[config.mk]
export PLATFORM = sky130hd
export DESIGN_NAME = cache_tag_array
export DESIGN_NICKNAME = d
export VERILOG_FILES = /design/src/hw/cache_pkg.sv /design/src/hw/cache_tag_array.sv
export SDC_FILE = /design/constraint.sdc
export NUM_CORES = 1
export LEC_CHECK = 0
export ABC_AREA = 1
export BUFFER_PORTS_ARGS = -buffer_cell sky130_fd_sc_hd__buf_2
export CAP_MARGIN = 20
export CELL_PAD_IN_SITES_DETAIL_PLACEMENT = 1
export CELL_PAD_IN_SITES_GLOBAL_PLACEMENT = 2
export CORE_MARGIN = 4
export CORE_UTILIZATION = 37
export CTS_CLUSTER_DIAMETER = 40
export DETAILED_ROUTE_END_ITERATION = 10
export PLACE_DENSITY_LB_ADDON = 0.1
export RECOVER_POWER = 25
export SYNTH_ARGS = -nofsm -noshare
export SYNTH_HDL_FRONTEND = slang
export SYNTH_SLANG_ARGS = --single-unit
[constraint.sdc]
create_clock -name clk -period 3.25 [get_ports clk]
set_clock_uncertainty 0.15 [all_clocks]
set_input_delay 0.1625 -clock clk [delete_from_list [all_inputs] [get_ports clk]]
set_output_delay 0.1625 -clock clk [all_outputs]
set_load 0.05 [all_outputs]
[src/hw/cache_pkg.sv]
// shared cache constants; line count must be a power of two and only full 32-bit words are supported
package cache_pkg;

  // ------------------------------------------------
  // geometry
  // ------------------------------------------------

  // byte address and word widths
  localparam int ADDR_W = 32;
  localparam int DATA_W = 32;
  // one cache line is also one memory word
  localparam int LINE_W = 128;
  // request tag echoed back in the response
  localparam int OPAQUE_W = 8;

  localparam int WORDS_PER_LINE = LINE_W / DATA_W;
  // byte offset inside a 16-byte line
  localparam int OFFSET_W = 4;

  // 16 lines of 16 bytes, 256 bytes in all
  localparam int NUM_LINES_DEF = 16;
  // 4 KB of backing store
  localparam int MEM_LINES_DEF = 256;
  // cycles from memory request transfer to response valid
  localparam int MEM_LATENCY_DEF = 3;

  // ------------------------------------------------
  // encodings
  // ------------------------------------------------

  // request type, echoed as the response type
  typedef enum logic [1:0] {
    REQ_READ       = 2'd0,
    REQ_WRITE      = 2'd1,
    REQ_WRITE_INIT = 2'd2
  } req_type_e;

  // controller FSM
  typedef enum logic [2:0] {
    ST_IDLE,
    ST_TAG_CHECK,
    ST_WB_REQ,
    ST_WB_WAIT,
    ST_REFILL_REQ,
    ST_REFILL_WAIT,
    ST_UPDATE,
    ST_RESP
  } ctrl_state_e;

endpackage
[src/hw/cache_tag_array.sv]
// direct-mapped tag store; NUM_LINES must be a power of two, tags are not reset, only valid and dirty
`timescale 1ns/1ns

module cache_tag_array #(
  parameter int NUM_LINES = cache_pkg::NUM_LINES_DEF
) (
  input  logic                                         clk,
  input  logic                                         rst_n,
  input  logic [cache_pkg::ADDR_W-1:0]                 lookup_addr,
  input  logic                                         tag_we,
  input  logic                                         set_dirty,
  output logic                                         hit,
  output logic                                         victim_dirty,
  output logic [cache_pkg::ADDR_W-cache_pkg::OFFSET_W-1:0] victim_line_addr
);

  import cache_pkg::*;

  localparam int IDX_W = $clog2(NUM_LINES);
  localparam int TAG_W = ADDR_W - OFFSET_W - IDX_W;

  // per-line state
  logic [NUM_LINES-1:0] valid_q;
  logic [NUM_LINES-1:0] dirty_q;
  logic [TAG_W-1:0]     tag_mem [NUM_LINES];

  logic [IDX_W-1:0] idx;
  logic [TAG_W-1:0] tag;

  // split the address: tag | index | offset
  assign idx = lookup_addr[OFFSET_W +: IDX_W];
  assign tag = lookup_addr[ADDR_W-1 -: TAG_W];

  // combinational lookup
  assign hit          = valid_q[idx] && (tag_mem[idx] == tag);
  assign victim_dirty = valid_q[idx] && dirty_q[idx];
  // rebuild the resident line's address for writeback
  assign victim_line_addr = {tag_mem[idx], idx};

  // valid and dirty bits
  always_ff @(posedge clk)
  begin
    if (!rst_n)
    begin
      valid_q <= '0;
      dirty_q <= '0;
    end
    else if (tag_we)
    begin
      valid_q[idx] <= 1'b1;
      dirty_q[idx] <= set_dirty;
    end
  end

  // tag storage
  always_ff @(posedge clk)
  begin
    if (tag_we)
      tag_mem[idx] <= tag;
  end

endmodule

# Word-level counts from Yosys, hierarchy flattened
# Memories as Yosys holds them, arrays and structs flattened.
# Index checks and enable logic that the tools add are counted.
# classes
bitwise	1
shift	0
eq_ne	1
muxes	9
magnitude_cmp	2
n_reduce_logical	3
addsub	0
mul	0
div_mod_pow	0
# op_table
operator	n
$eq A24 B24 Y1	1
$bwmux W16	1
$or A16 B16 Y16	1
$bmux W1 S4	2
$lt A4 B5 Y1 const B	1
$mux W1	5
$demux W1 S4	1
$ge A4 B1 Y1 const B	1
$logic_and A1 B1 Y1	3
# totals
mem_bits_rw	384
mem_count	1
reg_bits	32
elab_cells	19
latch_bits	0
inputBits	36
romBits	0
# memory_table
memory	depth	width	rd	rd_clocked_by_memory_dff	wr	line	text
tag_mem	16	24	1	0	1	cache_tag_array.sv:25	logic [TAG_W-1:0] tag_mem [NUM_LINES];

# Depth between registers and ports, before layout
# depth
word_depth	5
depth_mapped	18
ltp_nobuf	16

# Least setup slack after synthesis
# No wires, ideal clock.
# synth_timing
path_kind	input port to flip-flop
start	input port lookup_addr[7] (netlist name)
end	register dirty_q[9]
slack_ns	0.018
setup_ns	0.118
required_time_ns	2.982
arrival_time_ns	2.964
stages	8
path_cell_list	inv_1 nor2_1 buf_2 inv_1 nor3_1 inv_1 nor2_1 nor2_1
# synth_between
elab_chain_len	5
# synth_rtl
item	line	text
start: declaration	cache_tag_array.sv:9	input logic [cache_pkg::ADDR_W-1:0] lookup_addr,
$lt A4 B5 Y1 (implied by the code) / $ge A4 B1 Y1 (equally long branches)	cache_tag_array.sv:51	dirty_q[idx] <= set_dirty;
$logic_and A1 B1 Y1 (implied by the code)	cache_tag_array.sv:51	
$mux W1 (implied by the code)	cache_tag_array.sv:51	
$demux W1 S4 (*)	cache_tag_array.sv:51	
$bwmux W16 (*)	cache_tag_array.sv:51	
end signal: indexed assignment	cache_tag_array.sv:51	
end: declaration	cache_tag_array.sv:24	logic [NUM_LINES-1:0] dirty_q;
# Every way passes the cells marked *; elsewhere a longest branch is shown, timed or not.
# A chain may end at the register's enable or synchronous reset.

# Worst setup path in the final report
# layout_timing
start	memory tag_mem[11][21] (netlist name)
end	output port hit
# layout_between
elab_chain_len	3
# layout_rtl
item	line	text
start: declaration	cache_tag_array.sv:25	
$mem_v2 Z16 W24	n/a	
$eq A24 B24 Y1	cache_tag_array.sv:35	assign hit = valid_q[idx] && (tag_mem[idx] == tag);
$logic_and A1 B1 Y1	cache_tag_array.sv:35	
end: declaration	cache_tag_array.sv:12	output logic hit,
# Every way passes these cells.

==> reports/metrics.cfg <==
[outcome]
status = complete, no violations

[clock_network]
ctsHoldBuffers = 26
root_buffer = clkbuf_16
clk_path_buf_depth = 3
htreeDepth = 3
clk_latency_ps = 580
clkTransAtPathRegs_ps = 50
cts_resized = 0
clkSinkCount = 416
cts_setup_buffers = 0
cts_tree = done
cts_made_buffers = 68

[timing]
worst_slack_ps = 193
fmax_mhz = 327
worstMarginPinSlew_ps = 779
fin_crit_ps = 3060
tns_ps = 0
setup_violations = 0
rsz0062_at_grt = no
min_period_over_period_pct = 94.0
slew_headroom_pct = 48.1
drv_slew = 0
hold_viol_final = 0
whs_ps = 120

[global_route]
grt_pass1_vias = 13152
overflow = 0
grt_pass1_wl_um = 81600
grt_antenna_before_repair = 0
grt_max_degree = 94
grt.total_usage_pct = 21.6

[setup_path]
crit_path_max_fanout = 2
crit_chain = nand2_1 > nand2_1 > nand2_1 > nand2_1 > nand2_1 > nand4_1 > nand2_1 > nand2_1 > nor2_1 > nand2_1 > nor2_1 > nand2_1 > nor2_1 > buf_2
critPathMaxStageDelay_ps = 370
critPathArrivalTime_ps = 2740
critPathSlowestCell = edfxtp_1
crit_family = simple AND/OR/NAND/NOR gates
critPathBufInv = 1
crit_path_frequent_cell = nand2_1
critPathKind = flop to output port
critPathLaunchType = flop
crit_required_ps = 2940
cp-end-kind = output port

[logic_synthesis]
synth_area_per_cell_sq_um = 10.0
synthTopCellsByCount = nand2_1 (959), edfxtp_1 (384), nor2_1 (82), inv_1 (68), buf_2 (55)
synth-seq-cells = 416
synth.area.top_cells = edfxtp_1 (66%), nand2_1 (21%), dfxtp_1 (3.7%)
syn_nets = 1781
synth_top_area_cell = edfxtp_1
ys.flop_type = edfxtp_1
synth.most_common_cell = nand2_1
synthArstFlopShare_pct = 0
synthCells = 1745
ys_warn_count = 0
seq_area_frac_synth_pct = 69.5
synth_top_area_share_pct = 65.9
synth_cell_types = 29
synth_edf_count = 384
synth_area_sq_um = 17500

[placement]
port_buffers = 61
dpl.cell_count = 2389
finalWeightedCongestion = 0.749
post-dp-hpwl_um = 30700
pre_cts_ws_ps = 274

[detailed_routing]
vias_per_cell = 4.96
avgRoutedWirePerCell_um = 21.4
vias = 12571
drc_errors = 0
first_pass_iters = 5
wirelength_um = 54300
drtAntennaViolNets = 0
drtIter0Drc = 808

[layout]
fin_util_pct = 46.3
area_growth_pct = 23.4
num_antenna_cells = 0
stdcell_count = 2537
layout-drive-gt1-share_pct = 12.0
nFillCells = 5141
final_nets = 1914

[power_and_ir_drop]
p_per_area_nw_per_um2 = 666
ir_drop_v = 0.000474
p_leak_nw = 8.89

[floorplan]
rows = 79
start_util_pct = 37.5
io_pins = 66
die_y_um = 226
die-area_sq_um = 50900
core-area_sq_um = 46700
die_x_um = 226

[flow_run]
max_cap_viol_count = 0

[worst_hold_path]
hold_class = input port to flop

==> per-layer routing <==
metal	wire length (um)	GRT usage [%]
met1	23700	27.7
met2	27300	37.8
met3	1890	3.60
met4	1430	6.68
met5	0	0
==> worst min-delay path, delay by kind of cell <==
| family | cells | cell delay [ps] |
|---|---|---|
| buf+inv | 2 | 340 |
| simple gates | 3 | 310 |
==> stage by stage <==
stage,power (mW),instance area [sq um]
global route,14.9,21600
global placement,7.13,19000
detailed placement,7.15,19000
CTS,14.6,21600
finish,14.4,21600
floorplan,6.69,17500
==> registers in the layout, indices dropped and copies added, names as in the netlist <==
register / cells
dirty_q: 16
tag_mem: 384
valid_q: 16
==> area by class of cell <==
type / count / area [sq um] / share of cell area (%)
clock buffers: 81 / 1860 / 8.59
clock inverters: 41 / 468 / 2.17
inverters: 74 / 280 / 1.30
multi-input cells: 1177 / 4790 / 22.2
flip-flops and latches: 416 / 12200 / 56.3
well taps: 607 / 759 / 3.52
repair buffers: 141 / 1280 / 5.93
==> final timing paths <==
check / startpoint / endpoint / slack [ps] / depth (start not counted)
max reg2reg: dirty_q[7] / dirty_q[7] / 2420 / 2
max: tag_mem[11][21] / hit / 190 / 14
min: lookup_addr[6] / dirty_q[4] / 120 / 5
min reg2reg: valid_q[13] / valid_q[13] / 300 / 2
==> layout by cell type (no fill, tap or decap), types with 7 or more instances in the layout <==
cell type and n:
nand2_1 959, edfxtp_1 384, clkbuf_16 73, inv_1 68, nor2_1 66, nand3_1 54, buf_2 41, buf_4 33
dfxtp_1 32, o21ai_0 27, dlygate4sd3_1 26, buf_12 25, clkbuf_1 23, nor2_4 17, a21oi_1 16, clkinv_1 10
bufinv_16 9, nand4_1 8, clkinvlp_4 8, clkinv_2 8, o21bai_1 7
==> report_power, final <==
group	internal, mW	switching [mW]	total [mW]
clock network	4.80	2.53	7.33
registers	5.96	0.0257	5.99
logic	0.285	0.777	1.06
==> kinds of logic (layout without fill, tap and decap cells) <==
family / count (synthesis) / in the layout / synth area share (%)
buf+inv: 152 / 337 / 3.90
compound gates: 65 / 65 / 2.12
simple gates: 1112 / 1112 / 24.5
flops: 416 / 416 / 69.5
No activity file was read; power rests on OpenSTA's default activity.
