## config.mk

```make
export PLATFORM = sky130hd
export DESIGN_NAME = cache_ctrl
export DESIGN_NICKNAME = d
export VERILOG_FILES = /design/src/hw/cache_pkg.sv /design/src/hw/cache_ctrl.sv
export SDC_FILE = /design/constraint.sdc
export NUM_CORES = 1
export LEC_CHECK = 0
export BUFFER_PORTS_ARGS = -buffer_cell sky130_fd_sc_hd__buf_4
export CAP_MARGIN = 30
export CORE_AREA = 2 2 299 301
export DETAILED_ROUTE_END_ITERATION = 16
export DIE_AREA = 0 0 301 303
export PLACE_DENSITY_LB_ADDON = 0.15
export REMOVE_ABC_BUFFERS = 1
export SETUP_SLACK_MARGIN = 0.3
export SYNTH_ARGS = -nofsm -noshare
export SYNTH_HDL_FRONTEND = slang
export SYNTH_SLANG_ARGS = --single-unit
```

## constraint.sdc

```tcl
create_clock -name clk -period 3.58 [get_ports clk]
set_input_delay 0 -clock clk [delete_from_list [all_inputs] [get_ports clk]]
set_output_delay 0 -clock clk [all_outputs]
set_load 0.01 [all_outputs]
```

## src/hw/cache_pkg.sv

```systemverilog
// shared cache constants; line count must be a power of two and only full 32-bit words are supported
package cache_pkg;

  // ------------------------------------------------
  // geometry
  // ------------------------------------------------

  // byte address and word widths
  localparam int ADDR_W = 32;
  localparam int DATA_W = 32;
  // one cache line is also one memory word
  localparam int LINE_W = 128;
  // request tag echoed back in the response
  localparam int OPAQUE_W = 8;

  localparam int WORDS_PER_LINE = LINE_W / DATA_W;
  // byte offset inside a 16-byte line
  localparam int OFFSET_W = 4;

  // 16 lines of 16 bytes, 256 bytes in all
  localparam int NUM_LINES_DEF = 16;
  // 4 KB of backing store
  localparam int MEM_LINES_DEF = 256;
  // cycles from memory request transfer to response valid
  localparam int MEM_LATENCY_DEF = 3;

  // ------------------------------------------------
  // encodings
  // ------------------------------------------------

  // request type, echoed as the response type
  typedef enum logic [1:0] {
    REQ_READ       = 2'd0,
    REQ_WRITE      = 2'd1,
    REQ_WRITE_INIT = 2'd2
  } req_type_e;

  // controller FSM
  typedef enum logic [2:0] {
    ST_IDLE,
    ST_TAG_CHECK,
    ST_WB_REQ,
    ST_WB_WAIT,
    ST_REFILL_REQ,
    ST_REFILL_WAIT,
    ST_UPDATE,
    ST_RESP
  } ctrl_state_e;

endpackage
```

## src/hw/cache_ctrl.sv

```systemverilog
// blocking cache FSM; one request in flight, hits respond 2 cycles after transfer, misses vary
`timescale 1ns/1ns

module cache_ctrl (
  input  logic                                             clk,
  input  logic                                             rst_n,
  // request channel
  input  logic                                             cachereq_val,
  output logic                                             cachereq_rdy,
  input  cache_pkg::req_type_e                             cachereq_type,
  input  logic [cache_pkg::OPAQUE_W-1:0]                   cachereq_opaque,
  input  logic [cache_pkg::ADDR_W-1:0]                     cachereq_addr,
  input  logic [cache_pkg::DATA_W-1:0]                     cachereq_data,
  // response channel
  output logic                                             cacheresp_val,
  input  logic                                             cacheresp_rdy,
  output cache_pkg::req_type_e                             cacheresp_type,
  output logic [cache_pkg::OPAQUE_W-1:0]                   cacheresp_opaque,
  output logic [cache_pkg::DATA_W-1:0]                     cacheresp_data,
  // memory port
  output logic                                             memreq_val,
  input  logic                                             memreq_rdy,
  output logic                                             memreq_write,
  output logic [cache_pkg::ADDR_W-cache_pkg::OFFSET_W-1:0] memreq_addr,
  output logic [cache_pkg::LINE_W-1:0]                     memreq_data,
  input  logic                                             memresp_val,
  output logic                                             memresp_rdy,
  input  logic [cache_pkg::LINE_W-1:0]                     memresp_data,
  // arrays
  input  logic                                             hit,
  input  logic                                             victim_dirty,
  input  logic [cache_pkg::ADDR_W-cache_pkg::OFFSET_W-1:0] victim_line_addr,
  input  logic [cache_pkg::LINE_W-1:0]                     line_rdata,
  output logic                                             tag_we,
  output logic                                             set_dirty,
  output logic                                             line_we,
  output logic [cache_pkg::LINE_W-1:0]                     line_wdata,
  output logic                                             word_we,
  output logic [cache_pkg::DATA_W-1:0]                     word_wdata,
  output logic [cache_pkg::ADDR_W-1:0]                     lookup_addr
);

  import cache_pkg::*;

  localparam int SEL_W = $clog2(WORDS_PER_LINE);

  ctrl_state_e state_q;
  ctrl_state_e state_nxt;

  // latched request
  req_type_e           req_type_q;
  logic [OPAQUE_W-1:0] req_opaque_q;
  logic [ADDR_W-1:0]   req_addr_q;
  logic [DATA_W-1:0]   req_data_q;
  // line to install in ST_UPDATE
  logic [LINE_W-1:0]   fill_line_q;

  logic             is_store;
  logic             hit_store;
  logic [SEL_W-1:0] word_sel;

  // write and write_init both modify the line
  assign is_store  = (req_type_q != REQ_READ);
  assign hit_store = (state_q == ST_TAG_CHECK) && hit && is_store;
  assign word_sel  = req_addr_q[OFFSET_W-1 -: SEL_W];

  // ------------------------------------------------
  // state and request registers
  // ------------------------------------------------

  always_ff @(posedge clk)
  begin
    if (!rst_n)
      state_q <= ST_IDLE;
    else
      state_q <= state_nxt;
  end

  always_ff @(posedge clk)
  begin
    if (cachereq_val && cachereq_rdy)
    begin
      req_type_q   <= cachereq_type;
      req_opaque_q <= cachereq_opaque;
      req_addr_q   <= cachereq_addr;
      req_data_q   <= cachereq_data;
    end
    // zero line for write_init, replaced by refill data otherwise
    if (state_q == ST_TAG_CHECK)
      fill_line_q <= '0;
    else if ((state_q == ST_REFILL_WAIT) && memresp_val)
      fill_line_q <= memresp_data;
  end

  // ------------------------------------------------
  // next state
  // ------------------------------------------------

  always_comb
  begin
    state_nxt = state_q;
    case (state_q)
      ST_IDLE:
        if (cachereq_val)
          state_nxt = ST_TAG_CHECK;
      ST_TAG_CHECK:
        // a store hit writes here, so the response follows at once
        if (hit)
          state_nxt = ST_RESP;
        else if (victim_dirty)
          state_nxt = ST_WB_REQ;
        else if (req_type_q == REQ_WRITE_INIT)
          state_nxt = ST_UPDATE;
        else
          state_nxt = ST_REFILL_REQ;
      ST_WB_REQ:
        if (memreq_rdy)
          state_nxt = ST_WB_WAIT;
      ST_WB_WAIT:
        // write ack from memory
        if (memresp_val)
          state_nxt = (req_type_q == REQ_WRITE_INIT) ? ST_UPDATE : ST_REFILL_REQ;
      ST_REFILL_REQ:
        if (memreq_rdy)
          state_nxt = ST_REFILL_WAIT;
      ST_REFILL_WAIT:
        if (memresp_val)
          state_nxt = ST_UPDATE;
      ST_UPDATE:
        state_nxt = ST_RESP;
      ST_RESP:
        if (cacheresp_rdy)
          state_nxt = ST_IDLE;
      default:
        state_nxt = ST_IDLE;
    endcase
  end

  // ------------------------------------------------
  // outputs
  // ------------------------------------------------

  // blocking: only idle takes a request
  assign cachereq_rdy     = (state_q == ST_IDLE);
  assign cacheresp_val    = (state_q == ST_RESP);
  assign cacheresp_type   = req_type_q;
  assign cacheresp_opaque = req_opaque_q;
  // writes answer with zero data
  assign cacheresp_data   = (req_type_q == REQ_READ) ?
                            line_rdata[word_sel*DATA_W +: DATA_W] : '0;

  // memory side, writeback uses the victim address
  assign memreq_val   = (state_q == ST_WB_REQ) || (state_q == ST_REFILL_REQ);
  assign memreq_write = (state_q == ST_WB_REQ);
  assign memreq_addr  = memreq_write ? victim_line_addr : req_addr_q[ADDR_W-1:OFFSET_W];
  assign memreq_data  = line_rdata;
  assign memresp_rdy  = (state_q == ST_WB_WAIT) || (state_q == ST_REFILL_WAIT);

  // array updates
  assign lookup_addr = req_addr_q;
  assign line_we     = (state_q == ST_UPDATE);
  assign line_wdata  = fill_line_q;
  assign word_we     = hit_store || (line_we && is_store);
  assign word_wdata  = req_data_q;
  assign tag_we      = hit_store || line_we;
  assign set_dirty   = is_store;

endmodule

```

Word-level counts from Yosys, hierarchy flattened. Index checks and enable logic that the tools add are counted.

Logic and storage cells: 46. Input bits: 366. Bits in registers: 205. Output and inout port bits: 399.

Muxes and demuxes: 12. Shift operators: 1. Reduce and logical (&&, ||, !) cells: 13. Equality and inequality tests: 14.

Operators with widths (number): 128-bit by 8-bit variable part select with 32-bit output (1); 32-bit two-way mux (1); 28-bit two-way mux (1); 3-bit two-way mux (8); 3-bit one-hot mux with 8 select lines (1); 3-bit == test (second input constant) (4); 2-bit != test (second input constant) (5); 3-bit by 2-bit == test with 1-bit output (second input constant) (2); 6-bit AND reduction (1); 1-bit logical AND (5); 1-bit logical OR (4); 3-bit by 1-bit == test with 1-bit output (second input constant) (1); 3-bit zero test (1); 2-bit == test (second input constant) (1); 2-bit zero test (1); 2-bit two-way mux (1); 2-bit by 1-bit != test with 1-bit output (second input constant) (1); 2-bit nonzero test (1).

Logic depth before layout (Yosys ltp). Gate-level depths: netlist of run 1.

Word-level depth: 5. Gate-level depth with buffers: 7. Depth with buffers taken out: 4.

Least setup slack after synthesis of run 1. No wires, ideal clock.

Path kind: register to register. Start: register state_q[2]. End: register req_opaque_q[0] (netlist: cacheresp_opaque[0]) (enable). Buffers on the path: 0. Stages on the path, launching flop included: 4. Slack: 0.524 ns. Arrival: 2.616 ns. Setup time: 0.440 ns. Clock period less this slack: 3.056 ns. Data required time: 3.140 ns. Path through: dfxtp_1 > or2_2 > nor2_1 > and2_1.

Cells in the longest elaborated chain, start to end: 2.

RTL lines: start: declaration (RTL line cache_ctrl.sv:47) `ctrl_state_e state_q;`; start signal: assignment (RTL line cache_ctrl.sv:76) `state_q <= state_nxt;`; 3-bit zero test (RTL line cache_ctrl.sv:144) `assign cachereq_rdy = (state_q == ST_IDLE);`; via cachereq_rdy (RTL line cache_ctrl.sv:9) `output logic cachereq_rdy,`; 1-bit logical AND (RTL line cache_ctrl.sv:81) `if (cachereq_val && cachereq_rdy)`; end signal: assignment (RTL line cache_ctrl.sv:84) `req_opaque_q <= cachereq_opaque;`; end: declaration (RTL line cache_ctrl.sv:52) `logic [OPAQUE_W-1:0] req_opaque_q;`.

The timed path passes the listed nets, and every way through them passes these cells. A chain may end at the register's enable or synchronous reset.

Final worst setup path of run 1.
Start: register state_q[2]. End: register state_q[1].

Cells in the longest elaborated chain, start to end: 3. Elaborated cells between the ends (all ways): 16. Those cells by class: eq/ne: 13; mux: 1; reduce/logical: 2.

RTL lines: 3-bit by 2-bit == test with 1-bit output, or another cell as far along (RTL line cache_ctrl.sv:102) `case (state_q)`; 2-bit != test (no source line) / 2-bit by 1-bit != test with 1-bit output (equally long branches); 6-bit AND reduction (no source line).

Several ways; a longest one is shown, not always the timed one.

==> key figures, run 1 <==
Pwr
  • Total power: between 9 and 10 mW
  • Pwr/cell area: between 500 and 600 nW/um^2
  • Leak: 7.80 nW
  • VDD IR max: 328 uV

Route
  • Via count: ~10000
  • Final WL: ~67 mm
  • Vias per cell: roughly 3.4
  • Iteration count of the initial detailed-routing pass: 5
  • WL/cell: 23.0 um
  • DR DRC count: 0
  • DRT antenna net count: 0
  • DRT iter0 DRCs: about 450

Finish
  • Core Util, Final: a little over a fifth
  • Nets@finish: 2108
  • Number of fill cells: about 10000
  • Layout Area Growth over Synthesis: 97.3%
  • Commonest non-fill, non-tap cell in the layout: buf_4
  • Most frequent cells in the layout: buf_4 (773), nand2_1 (260), dlygate4sd3_1 (210), a21oi_1 (131), dfxtp_1 (131)
  • Non-Filler Instances: 2934
  • Share of cells above drive strength 1: between 50 and 60%
  • Seq. cell area: between 4000 and 5000 sq um
  • Multi-input gate area: between 3000 and 4000 sq um

GRT
  • First-pass GRT wire length: about 87 mm
  • Antenna violations before repair: 16
  • Tot GR Track Use: 13.9%
  • Pin count of the biggest net entering global routing: 94
  • GR Overflow Total: 0
  • Vias in the first global route: between 10000 and 15000

Timing
  • Max Slew Vio Count: 0
  • Final WS setup: 0.824 ns
  • Final Cycle Share: about three quarters
  • WHS: about 0.13 ns
  • Layout Skew: between 0.02 and 0.03 ns
  • Worst-Margin Slew: between 0.7 and 0.8 ns
  • Final Hold Viols: 0
  • Max Fclk: ~360 MHz
  • Fin crit period: 2.76 ns
  • Slew Limit Headroom: roughly 52%
  • Unrepaired setup endpoints after global routing: no
  • Final setup fails: 0

Worst setup path
  • Worst EP arrival: roughly 3.3 ns
  • WP data required: between 4 and 5 ns
  • Critical Path Fanout Max: 14
  • Critical path capture point type: flop
  • Flop2flop setup slack: between 0.8 and 0.9 ns
  • Crit path kind: reg -> reg
  • CP Launch Type: flop

Floorplan
  • FP Rows: around 110
  • Die ar.: 91200 sq um
  • Initial Utilization: about a tenth
  • Die W: between 300 and 400 um
  • Die H: about 300 um
  • Ports: roughly 770
  • Core ar.: ~88000 sq um

Synthesis
  • Synthesis Warnings: 0
  • #FFs+latches synth: approximately 210
  • Synth unique cells: 34
  • Sequential share of the synthesized area: between 50% and 60%
  • Syn Inst Count: 912
  • Syn_area_per_cell: 10.2 sq um
  • Synth Cell Area: a little over 9000 sq um

Hold path
  • Worst min path class: in -> reg

CTS
  • CTS root buffer: clkbuf_16
  • CTS tree: done
  • Htree depth: 1
  • Clk Latency, worst-skew pair: roughly 0.59 ns
  • Clk slew on worst S/H paths: about 0.060 ns
  • Total CTS buffers: 29
  • CTS sink cnt: between 200 and 250
  • Bufs on Longest Clock Path: 3
  • Total setup buffers inserted after CTS: 0

Place
  • GP Congestion: about 1.1
  • Pre-CTS WS: 1.43 ns
  • Inst Count DP: 2666
  • Port bufs: about 760
  • HPWL Detailed: about 56 mm

Run
  • Max_cap viols: 0

Status
  • Status: completed
## layer usage
metal | share of wire, % | up-vias | global-route usage, %
met5 | 0.053 | - | 0
met2 | 48 | 535 | 23.5
met3 | 9.1 | 81 | 4.98
met4 | 3.0 | 6 | 4.04
li1 | - | 4605 | -
met1 | 40 | 4791 | 16.6
## worst max-delay path, cell delays in order (launching register included)
cell and delay [ns]:
dfxtp_1 0.69, or4b_1 0.48, o211a_1 0.17, o21ai_2 0.06
dlygate4sd3_1 0.57, mux2i_1 0.18, dlygate4sd3_1 0.56
## sequential cells by signal, indices dropped and copies added, names as in the netlist
register and cells:
cacheresp_opaque 8, lookup_addr 32, cacheresp_type 2, line_wdata 128
state_q 3, word_wdata 32
## where the power goes
group	switching (mW)	internal [mW]	total (mW)
Combinational	1.80	1.70	3.50
Sequential	0.261	2.92	3.18
Clock	1.19	1.66	2.85
Total	3.25	6.28	9.53
## synthesized netlist by cell type
master / n / share of area [%]
mux4_2: 32 / 7.8
mux2i_1: 1 / 0.11
or2_2: 1 / 0.067
edfxtp_1: 74 / 24
mux2_2: 29 / 3.5
and2_1: 33 / 2.2
dfxtp_1: 131 / 28
nand2b_1: 4 / 0.27
buf_6: 13 / 1.6
nor3_1: 1 / 0.054
buf_2: 28 / 1.5
o221ai_1: 1 / 0.094
clkbuf_1: 8 / 0.32
o21ai_0: 2 / 0.11
a211oi_1: 1 / 0.081
o211a_1: 1 / 0.11
and3_1: 2 / 0.13
xor2_1: 1 / 0.094
nand3_1: 1 / 0.054
buf_4: 135 / 11
nor2_1: 5 / 0.20
buf_1: 3 / 0.12
o211ai_1: 1 / 0.081
nand4b_1: 1 / 0.094
o21ai_2: 1 / 0.094
or4b_1: 1 / 0.11
a31o_2: 1 / 0.094
nor2b_2: 1 / 0.094
nor2b_1: 2 / 0.13
a21oi_1: 131 / 7.1
nand2_1: 260 / 11
nor2_2: 1 / 0.067
a31oi_1: 1 / 0.067
inv_1: 4 / 0.16
## stage by stage
step / instance area (sq um) / setup TNS, ns
after floorplan: 7950 / -200.93
after global placement: 15300 / 0
after detailed placement: 15300 / 0
after CTS: 18300 / 0
after global routing: 18300 / 0
final: 18300 / 0
## worst paths after layout
check	from	endpoint	cells after the start
worst max-delay path	state_q[2]	state_q[1]	6
worst min-delay path	cachereq_data[14]	word_wdata[14]	2
worst max register to register	state_q[2]	state_q[1]	6
worst min register to register	line_wdata[25]	line_wdata[25]	2
## cell type report
cell class | count | share of cell area (%)
repair buffers | 986 | 43.5
flip-flops and latches | 205 | 26.4
multi-input cells | 516 | 17.0
well taps | 1165 | 7.95
clock buffers | 38 | 4.20
clock inverters | 16 | 0.805
inverters | 4 | 0.0819
diodes | 4 | 0.0546
## what timing repair did
item                      CTS  global route
hold endpoints to repair  215             0
resized for setup           0             0
hold buffers              210             0
## cell families after synthesis
| logic type | share of synthesized area (%) |
|---|---|
| AOI/OAI and AO/OA | 7.78 |
| xor gates and xnor gates | 0.0943 |
| buffers and inverters | 14.6 |
| DFF | 52.1 |
| muxes | 11.4 |
| and+or+nand+nor | 14.0 |
Note: power is estimated with default switching activity, not from simulation.
==> inputs of run 2 (changes only) <==
- CORE_AREA: 2 2 299 301 -> 2 2 298 300
- DIE_AREA: 0 0 301 303 -> 0 0 300 302
- clock period: 3.58 -> 2.5 ns (I/O delays scaled with it)
==> run 2 against run 1 <==
Compared with the run above: critical path depth is the same; clock-buffer cell count rose by 8; total power grew 52%; clock power increased by 53%; register-to-register slack got worse by 0.40 ns; sequential share of layout area decreased by 1.2 points; combinational power rose by 59%.
==> key figures, run 2 (synthesis results as in run 1) <==
Status
  • Status: completed

Run
  • Max_cap viols: 0 (unchanged)

Finish
  • Layout Area Growth over Synthesis: 106%
  • Most frequent cells in the layout: buf_4 (762), nand2_1 (260), dlygate4sd3_1 (219), a21oi_1 (131), dfxtp_1 (130)
  • Largest register FFs: 128 (unchanged)
  • Final Instance Area: 19200 sq um (+4.7%)
  • Commonest non-fill, non-tap cell in the layout: buf_4
  • Core Util, Final: 21.9% (+1.1 points)
  • Nets@finish: 2145 (+1.8%)
  • Share of cells above drive strength 1: 52.4% (+1.9 points)

Worst setup path
  • Critical path buffers and inverters: 4 (+2)
  • CP max-delay cell: edfxtp_1
  • Crit path kind: reg -> out
  • Critical Path Fanout Max: 5 (-9)
  • CP Launch Type: flop
  • Worst R2R End: state_q[1]
  • WP data required: 2.50 ns (-1.61 ns)
  • R2r worst-path depth: 6 (unchanged)
  • Critical path capture point type: output pin
  • CP delay by family, top: buffers and inverters
  • Critical path's largest stage delay: 0.45 ns (-0.24 ns)
  • Worst EP arrival: 2.19 ns (-1.10 ns)
  • Worst path cell trace: buf_6, buf_12, buf_4, mux4_2, and2_4, buf_6
  • Most common cell on crit path: buf_6
  • Worst r2r src: state_q[0]
  • Flop2flop setup slack: 0.42 ns (-0.40 ns)

Route
  • DRT antenna net count: 0 (unchanged)
  • Vias per cell: 3.37 (-1.3%)
  • Iteration count of the initial detailed-routing pass: 4 (-1)
  • DRT iter0 DRCs: 418 (-6.5%)
  • WL/cell: 21.6 um (-6.2%)
  • Final WL: 64.2 mm (-4.9%)
  • Via count: 10031 (+0.13%)
  • DR DRC count: 0 (unchanged)

CTS
  • Bufs on Longest Clock Path: 3 (unchanged)
  • Clk Latency, worst-skew pair: 0.59 ns (about the same)
  • CTS tree: done
  • Htree depth: 1 (unchanged)
  • Clk slew on worst S/H paths: 0.06 ns (about the same)
  • CTS root buffer: clkbuf_16
  • CTS sink cnt: 205 (unchanged)
  • Total CTS buffers: 30 (+3.4%)

Floorplan
  • FP Rows: 109 (unchanged)
  • Die W: 300 um (-0.33%)
  • Ports: 765 (unchanged)
  • Initial Utilization: 10.6% (+0.049 points)
  • Core ar.: 87600 sq um (-0.47%)
  • Die ar.: 90600 sq um (-0.66%)
  • Die H: 302 um (-0.33%)

Timing
  • Worst-Margin Slew: 0.609 ns (-0.118 ns)
  • Max Slew Vio Count: 0 (unchanged)
  • Final Hold Viols: 0 (unchanged)
  • Slew Limit Headroom: 59.4% (+7.9 points)
  • Final Cycle Share: a little under 90%
  • Fin crit period: around 2.2 ns
  • Layout Skew: 0.00999 ns (-0.0188 ns)
  • Max Fclk: about 460 MHz
  • Final setup fails: 0 (unchanged)
  • Unrepaired setup endpoints after global routing: yes
  • WHS: 0.138 ns (+0.00816 ns)
  • Final WS setup: 0.307 ns (-0.517 ns)

GRT
  • Antenna violations before repair: 22 (+6)
  • Pin count of the biggest net entering global routing: 65 (-31%)
  • GR Overflow Total: 0 (unchanged)
  • Vias in the first global route: 10352 (+0.99%)
  • Tot GR Track Use: 13.3% (-0.65 points)
  • First-pass GRT wire length: 84.1 mm (-3.8%)

Hold path
  • Worst hold path depth: 2 (unchanged)
  • Worst min path class: in -> reg
  • Hold Path End: word_wdata[24]
  • Min-delay src: cachereq_data[24]

Pwr
  • VDD IR max: 514 uV (+57%)
  • Pwr/cell area: 753 nW/um^2 (+45%)
  • Total power: 14.4 mW (+52%)
  • Leak: 8.20 nW (+5.1%)

Place
  • Port bufs: 764 (unchanged)
  • DP Area: 15400 sq um (+0.97%)
  • GP Congestion: 1.04 (-2.1%)
  • Pre-CTS WS: 0.567 ns (-0.864 ns)
  • HPWL Detailed: 52.7 mm (-5.7%)
==> run 2: cell types whose count changed in the layout (fill, tap and decap cells not counted), sizes merged <==
| cell | delta |
|---|---|
| dlygate4sd3 | +9 |
| diode | +3 |
| buf | +25 |
| inv | -1 |
| clkinvlp | -1 |
| clkinv | -4 |
| clkbuf | +10 |
==> run 2: worst max-delay path by stage <==
stage,start,endpoint,depth (start not counted),slack (ns)
floorplan,state_q[0],word_we,4,-2.95
global placement,state_q[0],word_wdata[8],4,0.58
detailed placement,state_q[0],cacheresp_opaque[2],4,0.57
CTS,state_q[0],memreq_addr[8],6,0.21
global route,lookup_addr[2],cacheresp_data[2],6,0.23
finish,lookup_addr[2],cacheresp_data[2],6,0.31
==> run 2: routing by layer <==
metal / up-vias / wire (um) / global-route usage [%]
met5: - / 116 / 0
met4: 18 / 1430 / 2.68
met3: 80 / 6840 / 5.45
met2: 489 / 30200 / 22.4
met1: 4756 / 25600 / 15.8
li1: 4688 / - / -
==> run 2: timing repair <==
item,CTS,global route
pin swaps,1,17
hold buffers,219,0
hold endpoints to repair,217,0
endpoints found under the setup margin,59,32
cloned,4,2
buffers inserted,6,6
gates resized for setup,23,51
==> run 2: power breakdown <==
| part | switching (mW) | leakage (nW) | internal, mW |
|---|---|---|---|
| Sequential | 0.347 | 1.76 | 4.18 |
| Clock | 1.67 | 0.490 | 2.68 |
| Combinational | 2.71 | 5.95 | 2.85 |
==> run 2: final cells by class <==
type | instances | area, sq um
timing repair buffer | 1022 | 8590
sequential | 205 | 4850
fill | 9700 | 68400
inverter | 4 | 15.0
antenna | 7 | 17.5
clock buffer | 46 | 903
tap | 1165 | 1460
clock inverter | 10 | 113
multi-input combinational | 516 | 3240
==> run 2: stage by stage <==
stage          setup TNS [ns]  cells
2_1_floorplan         -390.63    725
3_3_place_gp                0   2675
3_5_place_dp                0   2675
4_1_cts                     0   2960
5_1_grt                     0   2971
6_report                    0   2975
==> inputs of run 3 (changes only) <==
- CORE_AREA: 2 2 298 300 -> 2 2 297 299
- DIE_AREA: 0 0 300 302 -> 0 0 299 301
- clock period: 2.5 -> 2.6 ns (I/O delays scaled with it)
==> run 3 against run 2 <==
Compared with the run above: clock-buffer cell count is 6 lower; flip-flop and latch count stayed put; worst hold slack better by 0.0068 ns; worst setup slack better by 0.048 ns; wire length is 8.0% higher; via count is 0.97% lower; design area is 3.2% lower; critical path depth is 1 lower; clock skew is 0.016 ns higher.
==> key figures, run 3 (synthesis results as in run 1) <==
Status
  • Status: completed

Pwr
  • Pwr/cell area: 712 nW/um^2 (-5.5%)
  • Leak: 7.90 nW (-3.7%)
  • Total power: 13.2 mW (-8.5%)
  • VDD IR max: 432 uV (-16%)

Hold path
  • Worst min path class: in -> reg

Floorplan
  • Initial Utilization: 10.7% (+0.13 points)
  • Die H: 301 um (-0.33%)
  • FP Rows: 108 (-0.92%)
  • Ports: 765 (unchanged)
  • Core ar.: 86500 sq um (-1.2%)
  • Die ar.: 90000 sq um (-0.66%)
  • Die W: 299 um (-0.33%)

Route
  • Via count: 9934 (-0.97%)
  • Top Metal Used: met5
  • Vias per cell: 3.37 (about the same)
  • Final WL: 69.3 mm (+8.0%)
  • DR DRC count: 0 (unchanged)
  • DRT antenna net count: 0 (unchanged)
  • DRT iter0 DRCs: 447 (+6.9%)
  • Met2 WL: 32.1 mm (+6.4%)
  • WL/cell: 23.5 um (+9.1%)
  • Met3 wire len: 7.29 mm (+6.5%)
  • Wl on met1: 28.1 mm (+9.7%)
  • Iteration count of the initial detailed-routing pass: 4 (unchanged)

Finish
  • Most frequent cells in the layout: buf_4 (769), nand2_1 (260), dlygate4sd3_1 (209), a21oi_1 (131), dfxtp_1 (129)
  • Largest register FFs: 128 (unchanged)
  • Multi-input gate area: 3140 sq um (-3.1%)
  • Layout Area Growth over Synthesis: 99.9%
  • Share of cells above drive strength 1: 50.9% (-1.4 points)
  • Seq. cell area: 4850 sq um (about the same)
  • Commonest non-fill, non-tap cell in the layout: buf_4
  • Nets@finish: 2120 (-1.2%)
  • Number of fill cells: 9621 (-0.81%)
  • Non-Filler Instances: 2944 (-1.0%)

Worst setup path
  • Critical path buffers and inverters: 3 (-1)
  • Critical path capture point type: output pin
  • Worst EP arrival: 2.24 ns (+0.05 ns)
  • CP delay by family, top: multiplexers
  • Critical path's largest stage delay: 0.61 ns (+0.16 ns)
  • Most common cell on crit path: buf_6
  • CP Launch Type: flop
  • CP max-delay cell: mux4_2
  • WP data required: 2.60 ns (+0.10 ns)
  • Crit path kind: reg -> out
  • Critical Path Fanout Max: 5 (unchanged)
  • Worst path cell trace: buf_6, buf_12, mux4_2, and2_4, buf_6

Timing
  • Final Cycle Share: roughly 86%
  • Final setup fails: 0 (unchanged)
  • Fin crit period: about 2.2 ns
  • Max Fclk: 445 MHz
  • Max Slew Vio Count: 0 (unchanged)
  • Final WS setup: 0.355 ns (+0.0481 ns)
  • Slew Limit Headroom: 69.1% (+9.7 points)
  • Worst-Margin Slew: 0.463 ns (-0.145 ns)
  • Final Hold Viols: 0 (unchanged)
  • Unrepaired setup endpoints after global routing: yes
  • Layout Skew: 0.0259 ns (+0.0159 ns)

GRT
  • Pin count of the biggest net entering global routing: 72 (+11%)
  • GR Overflow Total: 0 (unchanged)
  • Tot GR Track Use: 14.6% (+1.3 points)
  • Antenna violations before repair: 15 (-32%)
  • Vias in the first global route: 10390 (+0.37%)
  • First-pass GRT wire length: 90.3 mm (+7.4%)

CTS
  • Clk slew on worst S/H paths: 0.06 ns (about the same)
  • CTS tree: done
  • Total CTS buffers: 29 (-3.3%)
  • CTS root buffer: clkbuf_16
  • Clk Latency, worst-skew pair: 0.58 ns (about the same)
  • CTS sink cnt: 205 (unchanged)
  • Htree depth: 1 (unchanged)
  • Bufs on Longest Clock Path: 3 (unchanged)

Place
  • Port bufs: 764 (unchanged)
  • Inst Count DP: 2660 (-0.56%)
  • Pre-CTS WS: 0.565 ns (-0.00237 ns)
  • HPWL Detailed: 57.4 mm (+8.8%)
  • GP Congestion: 0.997 (-4.4%)

Run
  • Max_cap viols: 0 (unchanged)
## run 3: final timing paths
check / to / start / depth (start not counted) / slack, ns
setup / recovery: cacheresp_data[25] / lookup_addr[2] / 5 / 0.36
hold / removal: word_wdata[18] / cachereq_data[18] / 2 / 0.14
setup reg to reg: state_q[1] / state_q[2] / 6 / 0.59
hold reg to reg: line_wdata[4] / line_wdata[4] / 2 / 0.45
## run 3: per-layer routing
layer  track usage, %  vias up
met1             17.6     4705
li1                 -     4652
met4             3.68        4
met2             23.6      507
met5             1.53        -
met3             6.10       66
## run 3: layout make-up
| type | count | area share [%] |
|---|---|---|
| clock buffers | 40 | 4.18 |
| diodes | 18 | 0.242 |
| multi-input cells | 516 | 16.9 |
| inverters | 4 | 0.0808 |
| clock inverters | 8 | 0.384 |
| well taps | 1155 | 7.78 |
| repair buffers | 998 | 44.3 |
| flip-flops and latches | 205 | 26.1 |
## run 3: timing repair
item	4_1_cts	5_1_grt
resized for setup	8	12
pin swaps	1	0
endpoints found under the hold margin	220	0
endpoints found under the setup margin	36	21
hold buffers	209	0
gates cloned	2	2
buffers inserted	3	2
## run 3: worst reg2reg max path, delay by kind of cell (launching register included)
family	cells	cell delay (ns)
AO/OA/AOI/OAI	2	0.24
buffers and inverters	2	0.76
flip-flops	1	0.33
multiplexers	1	0.18
AND/OR/NAND/NOR	1	0.45
## run 3: through the flow
stage / setup TNS [ns] / instance area [sq um] / util [%] / hold WS (ns)
after floorplan: -370.23 / 7950 / - / 0
after global placement: 0 / 15400 / 17.8 / 0.179
after detailed placement: 0 / 15400 / 17.8 / 0.179
after CTS: 0 / 18400 / 21.3 / 0.0919
after global routing: 0 / 18600 / 21.5 / 0.109
final: 0 / 18600 / 21.5 / 0.145
## run 3: report_power, final
| group | switching [mW] | total, mW | internal (mW) | leakage [nW] |
|---|---|---|---|---|
| registers | 0.356 | 4.38 | 4.02 | 1.76 |
| logic | 2.61 | 5.14 | 2.53 | 5.74 |
| clock network | 1.55 | 3.70 | 2.15 | 0.396 |
